## src/logic/uart_pkg.sv

```systemverilog
package uart_pkg;

  // oversample ticks per serial bit.
  localparam int OVERSAMPLE = 16;

  // data bits per frame, framed by one start and one stop bit.
  localparam int DATA_BITS = 8;

  // one received byte, valid for a single cycle.
  typedef struct packed {
    logic       valid;
    logic [7:0] data;
  } byte_stream_t;

endpackage

```

## src/logic/thermo_pkg.sv

```systemverilog
package thermo_pkg;

  // encoding follows the low nibble of the ascii letters 'A' to 'I'.
  typedef enum logic [3:0] {
    TH_NONE       = 4'd0,
    TH_SOLAR      = 4'd1,
    TH_SOLAR_COOL = 4'd2,
    TH_SOLAR_HEAT = 4'd3,
    TH_GREEN_COOL = 4'd4,
    TH_GREEN_HEAT = 4'd5,
    TH_AMB_COOL   = 4'd6,
    TH_AMB_HEAT   = 4'd7,
    TH_GEO_COOL   = 4'd8,
    TH_GEO_HEAT   = 4'd9
  } th_id_e;

  typedef struct packed {
    logic [15:0] solar;
    logic [7:0]  solar_cooldown;
    logic [7:0]  solar_heatup;
    logic [7:0]  greenhouse_cooldown;
    logic [7:0]  greenhouse_heatup;
    logic [7:0]  ambient_cooldown;
    logic [7:0]  ambient_heatup;
    logic [7:0]  geothermal_cooldown;
    logic [7:0]  geothermal_heatup;
  } thresholds_t;

  typedef struct packed {
    logic   valid;
    th_id_e id;
    logic   up;
  } th_cmd_t;

  // whole value, or the two bytes sent back on tx.
  typedef union packed {
    logic [15:0] word;
    struct packed {
      logic [7:0] hi;
      logic [7:0] lo;
    } bytes;
  } th_word_u;

  localparam thresholds_t RESET_THRESHOLDS = '{
    solar:               16'd1000,
    solar_cooldown:      8'd40,
    solar_heatup:        8'd30,
    greenhouse_cooldown: 8'd40,
    greenhouse_heatup:   8'd30,
    ambient_cooldown:    8'd40,
    ambient_heatup:      8'd30,
    geothermal_cooldown: 8'd40,
    geothermal_heatup:   8'd30
  };

  localparam logic [7:0] CMD_UP        = 8'h77;
  localparam logic [7:0] CMD_DOWN      = 8'h73;
  localparam logic [7:0] CMD_SEL_FIRST = 8'h41;
  localparam logic [7:0] CMD_SEL_LAST  = 8'h49;

endpackage

```

## src/logic/baud_timer.sv

```systemverilog
`timescale 1ns/1ps

module baud_timer #(
  parameter int CLKS_PER_TICK = 4
) (
  input  logic clk,
  input  logic reset,
  output logic tick
);

  localparam int CW = (CLKS_PER_TICK > 1) ? $clog2(CLKS_PER_TICK) : 1;
  localparam logic [CW-1:0] RELOAD = CW'(CLKS_PER_TICK - 1);

  logic [CW-1:0] count;

  // one tick per reload period.
  always_ff @(posedge clk) begin
    if (reset) begin
      count <= RELOAD;
      tick  <= 1'b0;
    end else if (count == '0) begin
      count <= RELOAD;
      tick  <= 1'b1;
    end else begin
      count <= count - 1'b1;
      tick  <= 1'b0;
    end
  end

endmodule

```

## src/logic/uart_rx.sv

```systemverilog
`timescale 1ns/1ps

module uart_rx (
  input  logic                   clk,
  input  logic                   reset,
  input  logic                   tick,
  input  logic                   rx,
  output uart_pkg::byte_stream_t rx_byte
);

  localparam int CW = $clog2(uart_pkg::OVERSAMPLE);
  localparam int BW = $clog2(uart_pkg::DATA_BITS);
  localparam logic [CW-1:0] MID_TICK  = CW'(uart_pkg::OVERSAMPLE / 2 - 1);
  localparam logic [CW-1:0] LAST_TICK = CW'(uart_pkg::OVERSAMPLE - 1);
  localparam logic [BW-1:0] LAST_BIT  = BW'(uart_pkg::DATA_BITS - 1);

  typedef enum logic [1:0] {IDLE, START, DATA, STOP} state_t;

  state_t                       state;
  logic [1:0]                   rx_sync;
  logic [CW-1:0]                tick_cnt;
  logic [BW-1:0]                bit_cnt;
  logic [uart_pkg::DATA_BITS-1:0] shift;
  logic                         valid;
  logic                         sample;

  // two-flop synchronizer, line idles high.
  always_ff @(posedge clk) begin
    if (reset) begin
      rx_sync <= 2'b11;
    end else begin
      rx_sync <= {rx_sync[0], rx};
    end
  end

  assign sample = tick && (tick_cnt == LAST_TICK);

  always_ff @(posedge clk) begin
    if (reset) begin
      state    <= IDLE;
      tick_cnt <= '0;
      bit_cnt  <= '0;
      valid    <= 1'b0;
    end else begin
      valid <= 1'b0;
      if (tick) begin
        tick_cnt <= tick_cnt + 1'b1;
      end
      case (state)
        IDLE: begin
          tick_cnt <= '0;
          if (!rx_sync[1]) begin
            state <= START;
          end
        end
        START: begin
          // confirm the start bit at mid-bit.
          if (tick && tick_cnt == MID_TICK) begin
            tick_cnt <= '0;
            bit_cnt  <= '0;
            state    <= rx_sync[1] ? IDLE : DATA;
          end
        end
        DATA: begin
          if (sample) begin
            bit_cnt <= bit_cnt + 1'b1;
            if (bit_cnt == LAST_BIT) begin
              state <= STOP;
            end
          end
        end
        STOP: begin
          if (sample) begin
            valid <= rx_sync[1];
            state <= IDLE;
          end
        end
        default: state <= IDLE;
      endcase
    end
  end

  // lsb arrives first.
  always_ff @(posedge clk) begin
    if (state == DATA && sample) begin
      shift <= {rx_sync[1], shift[uart_pkg::DATA_BITS-1:1]};
    end
  end

  assign rx_byte = '{valid: valid, data: shift};

endmodule

```

## src/logic/uart_tx.sv

```systemverilog
`timescale 1ns/1ps

module uart_tx (
  input  logic       clk,
  input  logic       reset,
  input  logic       tick,
  input  logic       tx_valid,
  input  logic [7:0] tx_data,
  output logic       tx_ready,
  output logic       tx
);

  localparam int CW = $clog2(uart_pkg::OVERSAMPLE);
  localparam int BW = $clog2(uart_pkg::DATA_BITS);
  localparam logic [CW-1:0] LAST_TICK = CW'(uart_pkg::OVERSAMPLE - 1);
  localparam logic [BW-1:0] LAST_BIT  = BW'(uart_pkg::DATA_BITS - 1);

  typedef enum logic [1:0] {IDLE, START, DATA, STOP} state_t;

  state_t        state;
  logic [CW-1:0] tick_cnt;
  logic [BW-1:0] bit_cnt;
  logic [7:0]    shift;
  logic          accept;
  logic          bit_end;

  assign tx_ready = (state == IDLE);
  assign accept   = tx_valid && tx_ready;
  assign bit_end  = tick && (tick_cnt == LAST_TICK);

  always_ff @(posedge clk) begin
    if (reset) begin
      state    <= IDLE;
      tick_cnt <= '0;
      bit_cnt  <= '0;
    end else begin
      if (tick) begin
        tick_cnt <= tick_cnt + 1'b1;
      end
      case (state)
        IDLE: begin
          tick_cnt <= '0;
          bit_cnt  <= '0;
          if (accept) begin
            state <= START;
          end
        end
        START: if (bit_end) state <= DATA;
        DATA: begin
          if (bit_end) begin
            bit_cnt <= bit_cnt + 1'b1;
            if (bit_cnt == LAST_BIT) begin
              state <= STOP;
            end
          end
        end
        STOP: if (bit_end) state <= IDLE;
        default: state <= IDLE;
      endcase
    end
  end

  always_ff @(posedge clk) begin
    if (accept) begin
      shift <= tx_data;
    end else if (state == DATA && bit_end) begin
      shift <= {1'b0, shift[7:1]};
    end
  end

  // line level follows the frame position.
  assign tx = (state == START) ? 1'b0 :
              (state == DATA)  ? shift[0] : 1'b1;

endmodule

```

## src/logic/command_fsm.sv

```systemverilog
`timescale 1ns/1ps

module command_fsm (
  input  logic                   clk,
  input  logic                   reset,
  input  uart_pkg::byte_stream_t rx_byte,
  input  thermo_pkg::thresholds_t thresholds,
  output thermo_pkg::th_cmd_t    th_cmd,
  output logic                   tx_valid,
  output logic [7:0]             tx_data,
  input  logic                   tx_ready
);

  typedef enum logic [1:0] {IDLE, UPDATE, ECHO_HI, ECHO_LO} state_t;

  state_t               state;
  thermo_pkg::th_id_e   sel;
  logic                 lo_taken;
  logic                 is_select;
  logic                 is_step;
  thermo_pkg::th_word_u echo_word;

  assign is_select = (rx_byte.data >= thermo_pkg::CMD_SEL_FIRST) &&
                     (rx_byte.data <= thermo_pkg::CMD_SEL_LAST);
  assign is_step   = ((rx_byte.data == thermo_pkg::CMD_UP) ||
                      (rx_byte.data == thermo_pkg::CMD_DOWN)) &&
                     (sel != thermo_pkg::TH_NONE);

  always_ff @(posedge clk) begin
    if (reset) begin
      state    <= IDLE;
      sel      <= thermo_pkg::TH_NONE;
      lo_taken <= 1'b0;
      th_cmd   <= '{valid: 1'b0, id: thermo_pkg::TH_NONE, up: 1'b0};
    end else begin
      th_cmd.valid <= 1'b0;
      case (state)
        IDLE: begin
          if (rx_byte.valid && is_select) begin
            // letter low nibble is the id.
            sel   <= thermo_pkg::th_id_e'(rx_byte.data[3:0]);
            state <= UPDATE;
          end else if (rx_byte.valid && is_step) begin
            th_cmd <= '{valid: 1'b1, id: sel, up: (rx_byte.data == thermo_pkg::CMD_UP)};
            state  <= UPDATE;
          end
        end
        UPDATE: state <= (sel == thermo_pkg::TH_SOLAR) ? ECHO_HI : ECHO_LO;
        ECHO_HI: if (tx_ready) state <= ECHO_LO;
        ECHO_LO: begin
          // hold until the last byte has left the line.
          if (tx_ready) begin
            lo_taken <= !lo_taken;
            if (lo_taken) begin
              state <= IDLE;
            end
          end
        end
        default: state <= IDLE;
      endcase
    end
  end

  // bank has applied the update by the first echo cycle.
  always_comb begin
    case (sel)
      thermo_pkg::TH_SOLAR:      echo_word.word = thresholds.solar;
      thermo_pkg::TH_SOLAR_COOL: echo_word.word = {8'h00, thresholds.solar_cooldown};
      thermo_pkg::TH_SOLAR_HEAT: echo_word.word = {8'h00, thresholds.solar_heatup};
      thermo_pkg::TH_GREEN_COOL: echo_word.word = {8'h00, thresholds.greenhouse_cooldown};
      thermo_pkg::TH_GREEN_HEAT: echo_word.word = {8'h00, thresholds.greenhouse_heatup};
      thermo_pkg::TH_AMB_COOL:   echo_word.word = {8'h00, thresholds.ambient_cooldown};
      thermo_pkg::TH_AMB_HEAT:   echo_word.word = {8'h00, thresholds.ambient_heatup};
      thermo_pkg::TH_GEO_COOL:   echo_word.word = {8'h00, thresholds.geothermal_cooldown};
      thermo_pkg::TH_GEO_HEAT:   echo_word.word = {8'h00, thresholds.geothermal_heatup};
      default:                   echo_word.word = 16'h0000;
    endcase
  end

  assign tx_valid = (state == ECHO_HI) || ((state == ECHO_LO) && !lo_taken);
  assign tx_data  = (state == ECHO_HI) ? echo_word.bytes.hi : echo_word.bytes.lo;

endmodule

```

## src/logic/threshold_bank.sv

```systemverilog
`timescale 1ns/1ps

module threshold_bank (
  input  logic                    clk,
  input  logic                    reset,
  input  thermo_pkg::th_cmd_t     th_cmd,
  output thermo_pkg::thresholds_t thresholds
);

  localparam logic [15:0] MAX16 = 16'hffff;
  localparam logic [15:0] MAX8  = 16'h00ff;

  thermo_pkg::thresholds_t th_next;

  // saturating step, stops at zero or at max_value.
  function automatic logic [15:0] step(input logic [15:0] value,
                                       input logic [15:0] max_value,
                                       input logic        up);
    logic [15:0] result;
    result = value;
    if (up && value != max_value) begin
      result = value + 16'd1;
    end else if (!up && value != 16'd0) begin
      result = value - 16'd1;
    end
    return result;
  endfunction

  always_comb begin
    th_next = thresholds;
    if (th_cmd.valid) begin
      case (th_cmd.id)
        thermo_pkg::TH_SOLAR:
          th_next.solar = step(thresholds.solar, MAX16, th_cmd.up);
        thermo_pkg::TH_SOLAR_COOL:
          th_next.solar_cooldown =
            8'(step({8'h00, thresholds.solar_cooldown}, MAX8, th_cmd.up));
        thermo_pkg::TH_SOLAR_HEAT:
          th_next.solar_heatup =
            8'(step({8'h00, thresholds.solar_heatup}, MAX8, th_cmd.up));
        thermo_pkg::TH_GREEN_COOL:
          th_next.greenhouse_cooldown =
            8'(step({8'h00, thresholds.greenhouse_cooldown}, MAX8, th_cmd.up));
        thermo_pkg::TH_GREEN_HEAT:
          th_next.greenhouse_heatup =
            8'(step({8'h00, thresholds.greenhouse_heatup}, MAX8, th_cmd.up));
        thermo_pkg::TH_AMB_COOL:
          th_next.ambient_cooldown =
            8'(step({8'h00, thresholds.ambient_cooldown}, MAX8, th_cmd.up));
        thermo_pkg::TH_AMB_HEAT:
          th_next.ambient_heatup =
            8'(step({8'h00, thresholds.ambient_heatup}, MAX8, th_cmd.up));
        thermo_pkg::TH_GEO_COOL:
          th_next.geothermal_cooldown =
            8'(step({8'h00, thresholds.geothermal_cooldown}, MAX8, th_cmd.up));
        thermo_pkg::TH_GEO_HEAT:
          th_next.geothermal_heatup =
            8'(step({8'h00, thresholds.geothermal_heatup}, MAX8, th_cmd.up));
        default: th_next = thresholds;
      endcase
    end
  end

  always_ff @(posedge clk) begin
    if (reset) begin
      thresholds <= thermo_pkg::RESET_THRESHOLDS;
    end else begin
      thresholds <= th_next;
    end
  end

endmodule

```

## src/logic/uart_controller.sv

```systemverilog
`timescale 1ns/1ps

module uart_controller #(
  parameter int CLKS_PER_TICK = 4
) (
  input  logic                    clk,
  input  logic                    reset,
  input  logic                    rx,
  output thermo_pkg::thresholds_t thresholds,
  output logic                    tx
);

  logic                   tick;
  uart_pkg::byte_stream_t rx_byte;
  thermo_pkg::th_cmd_t    th_cmd;
  logic                   tx_valid;
  logic [7:0]             tx_data;
  logic                   tx_ready;

  // shared time base for both directions.
  baud_timer #(
    .CLKS_PER_TICK(CLKS_PER_TICK)
  ) u_baud_timer (
    .clk  (clk),
    .reset(reset),
    .tick (tick)
  );

  uart_rx u_uart_rx (
    .clk    (clk),
    .reset  (reset),
    .tick   (tick),
    .rx     (rx),
    .rx_byte(rx_byte)
  );

  uart_tx u_uart_tx (
    .clk     (clk),
    .reset   (reset),
    .tick    (tick),
    .tx_valid(tx_valid),
    .tx_data (tx_data),
    .tx_ready(tx_ready),
    .tx      (tx)
  );

  command_fsm u_command_fsm (
    .clk       (clk),
    .reset     (reset),
    .rx_byte   (rx_byte),
    .thresholds(thresholds),
    .th_cmd    (th_cmd),
    .tx_valid  (tx_valid),
    .tx_data   (tx_data),
    .tx_ready  (tx_ready)
  );

  threshold_bank u_threshold_bank (
    .clk       (clk),
    .reset     (reset),
    .th_cmd    (th_cmd),
    .thresholds(thresholds)
  );

endmodule

```

## config.mk

```make
export PLATFORM = sky130hd
export DESIGN_NAME = uart_controller
export DESIGN_NICKNAME = d
export VERILOG_FILES = /design/src/logic/uart_pkg.sv /design/src/logic/thermo_pkg.sv /design/src/logic/baud_timer.sv /design/src/logic/uart_rx.sv /design/src/logic/uart_tx.sv /design/src/logic/command_fsm.sv /design/src/logic/threshold_bank.sv /design/src/logic/uart_controller.sv
export SDC_FILE = /design/constraint.sdc
export NUM_CORES = 1
export LEC_CHECK = 0
export BUFFER_PORTS_ARGS = -buffer_cell sky130_fd_sc_hd__buf_2
export CELL_PAD_IN_SITES_DETAIL_PLACEMENT = 2
export CELL_PAD_IN_SITES_GLOBAL_PLACEMENT = 2
export CORE_MARGIN = 1.5
export CORE_UTILIZATION = 40
export DETAILED_ROUTE_END_ITERATION = 7
export PLACE_DENSITY_LB_ADDON = 0.1
export SLEW_MARGIN = 10
export SYNTH_ARGS = -nofsm -noshare
export SYNTH_HDL_FRONTEND = slang
export SYNTH_SLANG_ARGS = --single-unit
```

## constraint.sdc

```tcl
create_clock -name clk -period 5.29 [get_ports clk]
set_input_delay 0.529 -clock clk [delete_from_list [all_inputs] [get_ports clk]]
set_output_delay 0.529 -clock clk [all_outputs]
set_load 0.01 [all_outputs]
```

## Yosys cells after proc, flatten, opt, wreduce, memory -nomap -nowiden

Index checks and enable logic that the tools add are counted.

- Shifts and indexed selects: 0
- $add $sub $neg: 23
- Magnitude comparators: 2
- Reductions and logical operators: 80
- Equal/unequal tests: 57
- Div/mod/pow operators: 0
- Muxes and demuxes: 54
- Bitwise operators: 4
- $mul: 0

Operator list:

| cell | count |
|---|---|
| 8-bit two-way mux | 19 |
| 16-bit one-hot mux with 9 select lines | 1 |
| 8-bit by 1-bit adder with 8-bit output, second input constant | 8 |
| 8-bit != test, second input constant | 8 |
| 8-bit nonzero test | 8 |
| 8-bit by 1-bit subtractor with 8-bit output, second input constant | 8 |
| 4-bit by 3-bit == test with 1-bit output, second input constant | 9 |
| 3-bit AND reduction | 11 |
| 16-bit two-way mux | 2 |
| 2-bit two-way mux | 16 |
| 1-bit logical AND | 29 |
| 4-bit == test, second input constant | 6 |
| 2-bit one-hot mux with 4 select lines | 3 |
| 2-bit nonzero test | 12 |
| 2-bit by 1-bit != test with 1-bit output, second input constant | 9 |
| 16-bit by 1-bit adder with 16-bit output, second input constant | 1 |
| 4-bit by 2-bit == test with 1-bit output, second input constant | 4 |
| 8-bit by 7-bit == test with 1-bit output, second input constant | 2 |
| 16-bit != test, second input constant | 1 |
| 16-bit nonzero test | 1 |
| 16-bit by 1-bit subtractor with 16-bit output, second input constant | 1 |
| 2-bit == test, second input constant | 6 |
| 3-bit one-hot mux with 2 select lines | 2 |
| 5-bit AND reduction | 2 |
| 24 further kinds | 51 |

- Output and inout bits: 81
- Flip-flop bits (word level): 133
- Bits in read-only memories: 0
- Memory bits (writable): 0
- Word-level logic and storage cells: 247
- Memories: 0
- Bits in latches: 0

## Logic depth before layout (Yosys ltp)

- Word-level depth: 7
- Depth in mapped cells: 10
- Gate-level depth less buffers: 10

## Cells and area by module

Synthesis repeated with hierarchy kept, for this count alone.

- Cells, all modules: 1062
- Area total of the unflattened synthesis: 9180.1 sq um

By module, submodules not included:

| module | area an instance (sq um) | instances | cells an instance |
|---|---|---|---|
| threshold_bank | 6000.8 | 1 | 724 |
| command_fsm | 1432.6 | 1 | 187 |
| uart_tx | 833.3 | 1 | 73 |
| uart_rx | 809.5 | 1 | 69 |
| baud_timer | 103.8 | 1 | 9 |

## Worst setup path after synthesis

OpenSTA, ideal clock, no wires.

- Path type: reg2reg
- Start point: register, netlist name u_threshold_bank.thresholds[79]
- End point: register, netlist name u_threshold_bank.thresholds[76]
- Path buffers: 0
- Cell stages (with the launch flop): 10
- Setup slack: 2068 ps
- Arrival time: 3116 ps
- Cells stage by stage: dfxtp_1 > nand4_1 > o41ai_4 > ha_1 > a21o_1 > a221o_1 > a31oi_1 > o211ai_1 > and2_1 > o311ai_0

- Cells in the longest elaborated chain, start to end: 4

Ends and longest elaborated chain:

| item | line |
|---|---|
| 16-bit != test or 16-bit nonzero test (tied branches) | threshold_bank.sv:21, threshold_bank.sv:23 |
| 1-bit logical AND (on tied branches) | threshold_bank.sv:21, threshold_bank.sv:23 |
| 2-bit nonzero test (no source line) | - |
| 3-bit AND reduction (no source line) | - |

Parallel ways exist; a longest one is shown, timed or not.
A chain may end at the register's enable or synchronous reset.

## Final worst setup path

- Start point: register, netlist name u_threshold_bank.thresholds[75]
- End point: register, netlist name u_threshold_bank.thresholds[76]

- Cells in the longest elaborated chain, start to end: 4

Ends and longest elaborated chain:

| item |
|---|
| branches (longest 4 deep; another with 16-bit by 1-bit subtractor with 16-bit output) |

Parallel ways; which one is timed is not known. The select of a mux whose other input is x is not followed.

==> results.txt <==
----------------------------------------------------
[Global route]
  Vias in the first global route ... 9325
  Wire length of the first global-routing pass ... 51.22 mm
  Total Routing Usage GR ... 27.33%
  Global-route congestion overflow total ... 0
  Pin count of the biggest net entering global routing ... 55
  Initial antenna violation count ... 0

[Setup path]
  Worst Setup Start Kind ... register
  Critical path capture point type ... register
  End point of the critical path ... u_threshold_bank.thresholds[76]
  CP top delay family ... compound AO/OA/AOI/OAI gates
  Worst Reg-to-Reg Cells ... 9
  Start point of the critical path ... u_threshold_bank.thresholds[75]
  R2R Path End ... u_threshold_bank.thresholds[76]
  List of cells traversed by the critical path ... nand4_1 -> o41ai_4 -> ha_1 -> a21o_1 -> a221o_1 -> a31oi_1 -> o211ai_1 -> and2_1 -> o311ai_0
  Arrival time worst endpoint ... 4150 ps
  Buf/Inv on CP ... 0
  Origin of the critical flop-to-flop path ... u_threshold_bank.thresholds[75]
  Critical Path RT ... 5610 ps
  R2R setup slack ... 1460 ps
  Standard cell with the maximum stage delay on the critical path ... o41ai_4
  CP Depth ... 9
  Maximum fanout along the worst path ... 18
  Category of the most critical setup path ... reg -> reg
  Stage delay of the slowest cell on the critical path ... 1090 ps

[Finish]
  Synthesis-to-layout area growth ... 13.24%
  Number of antenna diodes ... 0
  Post-route cell area ... 0.01029 sq mm
  Final net count ... 1220
  Fraction of layout instances using a drive strength above 1 ... 12.82%

[Placement]
  Final RePlAce weighted congestion ... 0.8186
  Post-DP HPWL ... 23.09 mm
  Placement Cell Area ... 0.009744 sq mm
  # port buffers ... 83
  Placement Setup Slack ... 1521 ps

[Routing]
  Drt via density ... 6.101
  Antenna-violating nets left ... 0
  Initial DRC count ... 344
  Final routed wirelength across all metal layers ... 31.53 mm
  Routed wire length on met3 ... 885 um
  Detailed-route via count ... 8657
  Routed met2 length ... 15.52 mm
  Wire length on met1 ... 14.30 mm
  Pre-Repair DR Iteration Count ... 5
  Number of DRC violations after detailed routing ... 0
  DR WL/cell ... 22.22 um
  Top routing layer used ... met4

[Synthesis]
  Number of cells produced by synthesis ... 1058
  Multiplexer share of the synthesized area ... 5.441%
  Fraction of the mapped netlist area in adder cells ... 13.28%
  Average size of a mapped cell ... 8.586 sq um
  Synthesized-area fraction occupied by ao, oa, aoi and oai cells ... 20.22%
  Share of async-settable or async-resettable flops after synthesis ... 0%
  Proportion of synthesized chip area in sequential cells ... 31.07%
  Dominant combinational cell family by area after synthesis ... simple AND/OR/NAND/NOR gates
  Unique cell type count in the Yosys netlist ... 70
  Fraction of the mapped netlist area in simple logic gates ... 20.84%
  Cell area after synthesis ... 0.009084 sq mm
  Xor/xnor cell area share of the yosys netlist ... 5.399%
  Syn. warnings ... 0
  Number of synthesized flops with an enable pin ... 16
  Synth Register Bits ... 133
  Top_reg_cell synth ... dfxtp_1
  Synthesized netlist net count ... 1152

[Die]
  Area of the die ... 0.02362 sq mm
  Core region area ... 0.02203 sq mm
  Ports placed on the boundary ... 84
  Number of rows in the core area ... 54
  Initial core utilization ... 41.24%
  Chip Height ... 153.7 um
  Horizontal extent of the die ... 153.7 um

[CTS]
  Quantity of hold-fixing buffers added after cts ... 0
  CTS root buffer ... clkbuf_16
  H-tree Lvls ... 4
  Largest buffer count on any clock path ... 2
  CTS Buf Count ... 17
  CTS tree ... built
  Total setup buffers inserted after CTS ... 0
  Clock slew at the register clock pins of the worst setup and hold paths ... 60 ps
  Clock net sink count ... 133
  Number of cells upsized or downsized after cts ... 0
  Clk Latency, worst-skew pair ... 440 ps

[STA]
  Pin slew with the least headroom to its limit ... 1211 ps
  Final count of hold timing violations ... 0
  Final Setup Violations ... 0
  Tcrit/Tclk final ... 72.46%
  Crit path setup slack, layout ... 1457 ps
  Count of final max-slew check failures ... 0
  Post-route setup TNS ... 0 ps
  Fin crit period ... 3833 ps
  Unrepaired setup endpoints after global routing ... no
  Maximum frequency from static timing analysis ... 0.2609 GHz
  Slew headroom ... 18.90%
  Clock Skews ... 12.59 ps

[Run status]
  Run status ... completed

[Power]
  Proportion of power drawn by flip-flops and latches ... 44.8%
  Combinational fraction of design power ... 7.0%
  Net Sw Frac ... 27.39%
  Leakage power figure ... 0.004359 uW
  Pwr dens ... 227.6 mW/mm^2
  Switching power ... 641.2 uW
  Power share of the clock group ... 48.2%
  Internal Pwr Total ... 1699 uW
  Worst IR Drop VDD ... 186.2 uV

[Flow run]
  Max-capacitance violation count ... 0

[Hold path]
  Class of the most critical hold timing path ... in -> reg
  Number of instances on the worst hold path ... 2

----------------------------------------------------
-- worst register-to-register path, cell delays in order (launching register included) --
cell and delay (ps):
dfxtp_1 460, nand4_1 220, o41ai_4 1090, ha_1 460, a21o_1 190, a221o_1 320
a31oi_1 360, o211ai_1 180, and2_1 160, o311ai_0 290
-- through the flow --
stage / std cells / power (uW) / util (%) / hold slack, ps
6_report: 1419 / 2341 / 46.70 / 286.5
5_1_grt: 1419 / 2431 / 46.70 / 285.3
4_1_cts: 1419 / 2365 / 46.70 / 280.4
3_5_place_dp: 1387 / 1234 / 44.24 / 381.8
3_3_place_gp: 1387 / 1221 / 44.24 / 366.2
2_1_floorplan: 1058 / 1182 / - / 357.9
-- area by class of cell --
class / count / area [sq um]
Clock buffer: 17 / 425.4
Clock inverter: 15 / 116.4
Timing Repair Buffer: 92 / 485.5
Fill cell: 2489 / 11740
Tap cell: 280 / 350.3
Sequential cell: 133 / 2823
Inverter: 44 / 165.2
Multi-Input combinational cell: 838 / 5921
-- sequential cells by signal, indices dropped and copies added (netlist names), 3 cells and up, named ones only --
signal and flops:
u_uart_tx.shift 8, u_threshold_bank.thresholds 80, u_command_fsm.th_cmd 6, u_command_fsm.sel 4
u_uart_tx.tick_cnt 4, u_uart_tx.bit_cnt 3, u_uart_rx.shift 8, u_uart_rx.tick_cnt 4
u_uart_rx.bit_cnt 3
-- synth_stat cells, types with 6 or more instances --
| cell | n | area, sq um |
|---|---|---|
| or3_1 | 13 | 81.33 |
| o311ai_0 | 8 | 70.07 |
| nor2_1 | 93 | 349.1 |
| dfxtp_1 | 117 | 2342 |
| mux4_2 | 6 | 135.1 |
| and3_1 | 12 | 75.07 |
| mux2i_1 | 28 | 280.3 |
| a21oi_1 | 76 | 380.4 |
| edfxtp_1 | 16 | 480.5 |
| buf_1 | 10 | 37.54 |
| nor3_1 | 28 | 140.1 |
| o21ai_0 | 45 | 225.2 |
| nor3b_1 | 10 | 75.07 |
| a22oi_1 | 17 | 127.6 |
| a21o_1 | 20 | 150.1 |
| o21bai_1 | 6 | 45.04 |
| nor4_1 | 25 | 156.4 |
| ha_1 | 82 | 1026 |
| or4_1 | 6 | 45.04 |
| o211ai_1 | 33 | 247.7 |
| xor2_1 | 23 | 201.4 |
| mux2_2 | 7 | 78.83 |
| clkbuf_1 | 26 | 97.59 |
| xnor2_1 | 33 | 289.0 |
| nand3_1 | 30 | 150.1 |
| nor2b_1 | 20 | 125.1 |
| o21a_1 | 11 | 82.58 |
| nand2b_1 | 8 | 50.05 |
| nand2_1 | 82 | 307.8 |
| nand4_1 | 31 | 193.9 |
| inv_1 | 43 | 161.4 |
| fa_1 | 9 | 180.2 |
-- layer usage --
metal  global-route usage, %  vias up
li1                        -     4087
met5                       0        -
met3                   4.228       62
met2                   47.62      154
met1                   34.42     4354
met4                   9.200        0
-- layout by cell type (no fill, tap or decap), types with 6 or more instances in the layout --
| master | count |
|---|---|
| buf_4 | 10 |
| nor2b_1 | 20 |
| and3_1 | 12 |
| dfxtp_1 | 117 |
| inv_1 | 42 |
| inv_6 | 6 |
| a22oi_1 | 17 |
| mux2i_1 | 28 |
| mux4_2 | 6 |
| nor3_1 | 28 |
| edfxtp_1 | 16 |
| a21oi_1 | 76 |
| o211ai_1 | 33 |
| fa_1 | 9 |
| o311ai_0 | 8 |
| mux2_2 | 7 |
| xor2_1 | 23 |
| nor4_1 | 25 |
| nor2_1 | 93 |
| buf_2 | 82 |
| a21o_1 | 20 |
| o21a_1 | 11 |
| nand4_1 | 31 |
| o21bai_1 | 6 |
| nand2b_1 | 8 |
| ha_1 | 82 |
| or3_1 | 13 |
| o21ai_0 | 43 |
| xnor2_1 | 33 |
| nor3b_1 | 10 |
| nand2_1 | 82 |
| clkbuf_16 | 17 |
| nand3_1 | 30 |
| or4_1 | 6 |
-- kinds of logic (layout without fill, tap and decap cells) --
logic type,count (synthesis),count (layout)
compound gates,273,273
xor+xnor,56,56
fa+ha+maj,91,91
buf+inv,87,168
flops,133,133
mux,41,41
simple gates,377,377
-- power groups by stage --
stage	clock [uW]	sequential (uW)	combinational, uW
after detailed placement	0	1070	163
after floorplan	0	1070	116
final	1130	1050	163
after global placement	0	1070	151
after CTS	1150	1050	167
after global routing	1200	1050	185
-- how the worst min path moves through the flow --
stage | end | start | slack (ps)
3_5_place_dp | u_baud_timer.count[0] | u_baud_timer.count[0] | 380
5_1_grt | u_uart_rx.rx_sync[0] | rx | 290
6_report | u_uart_rx.rx_sync[0] | rx | 290
3_3_place_gp | u_baud_timer.count[0] | u_baud_timer.count[0] | 370
4_1_cts | u_uart_rx.rx_sync[0] | rx | 280
2_1_floorplan | u_baud_timer.count[0] | u_baud_timer.count[0] | 360
Note: power is estimated with default switching activity, not from simulation.
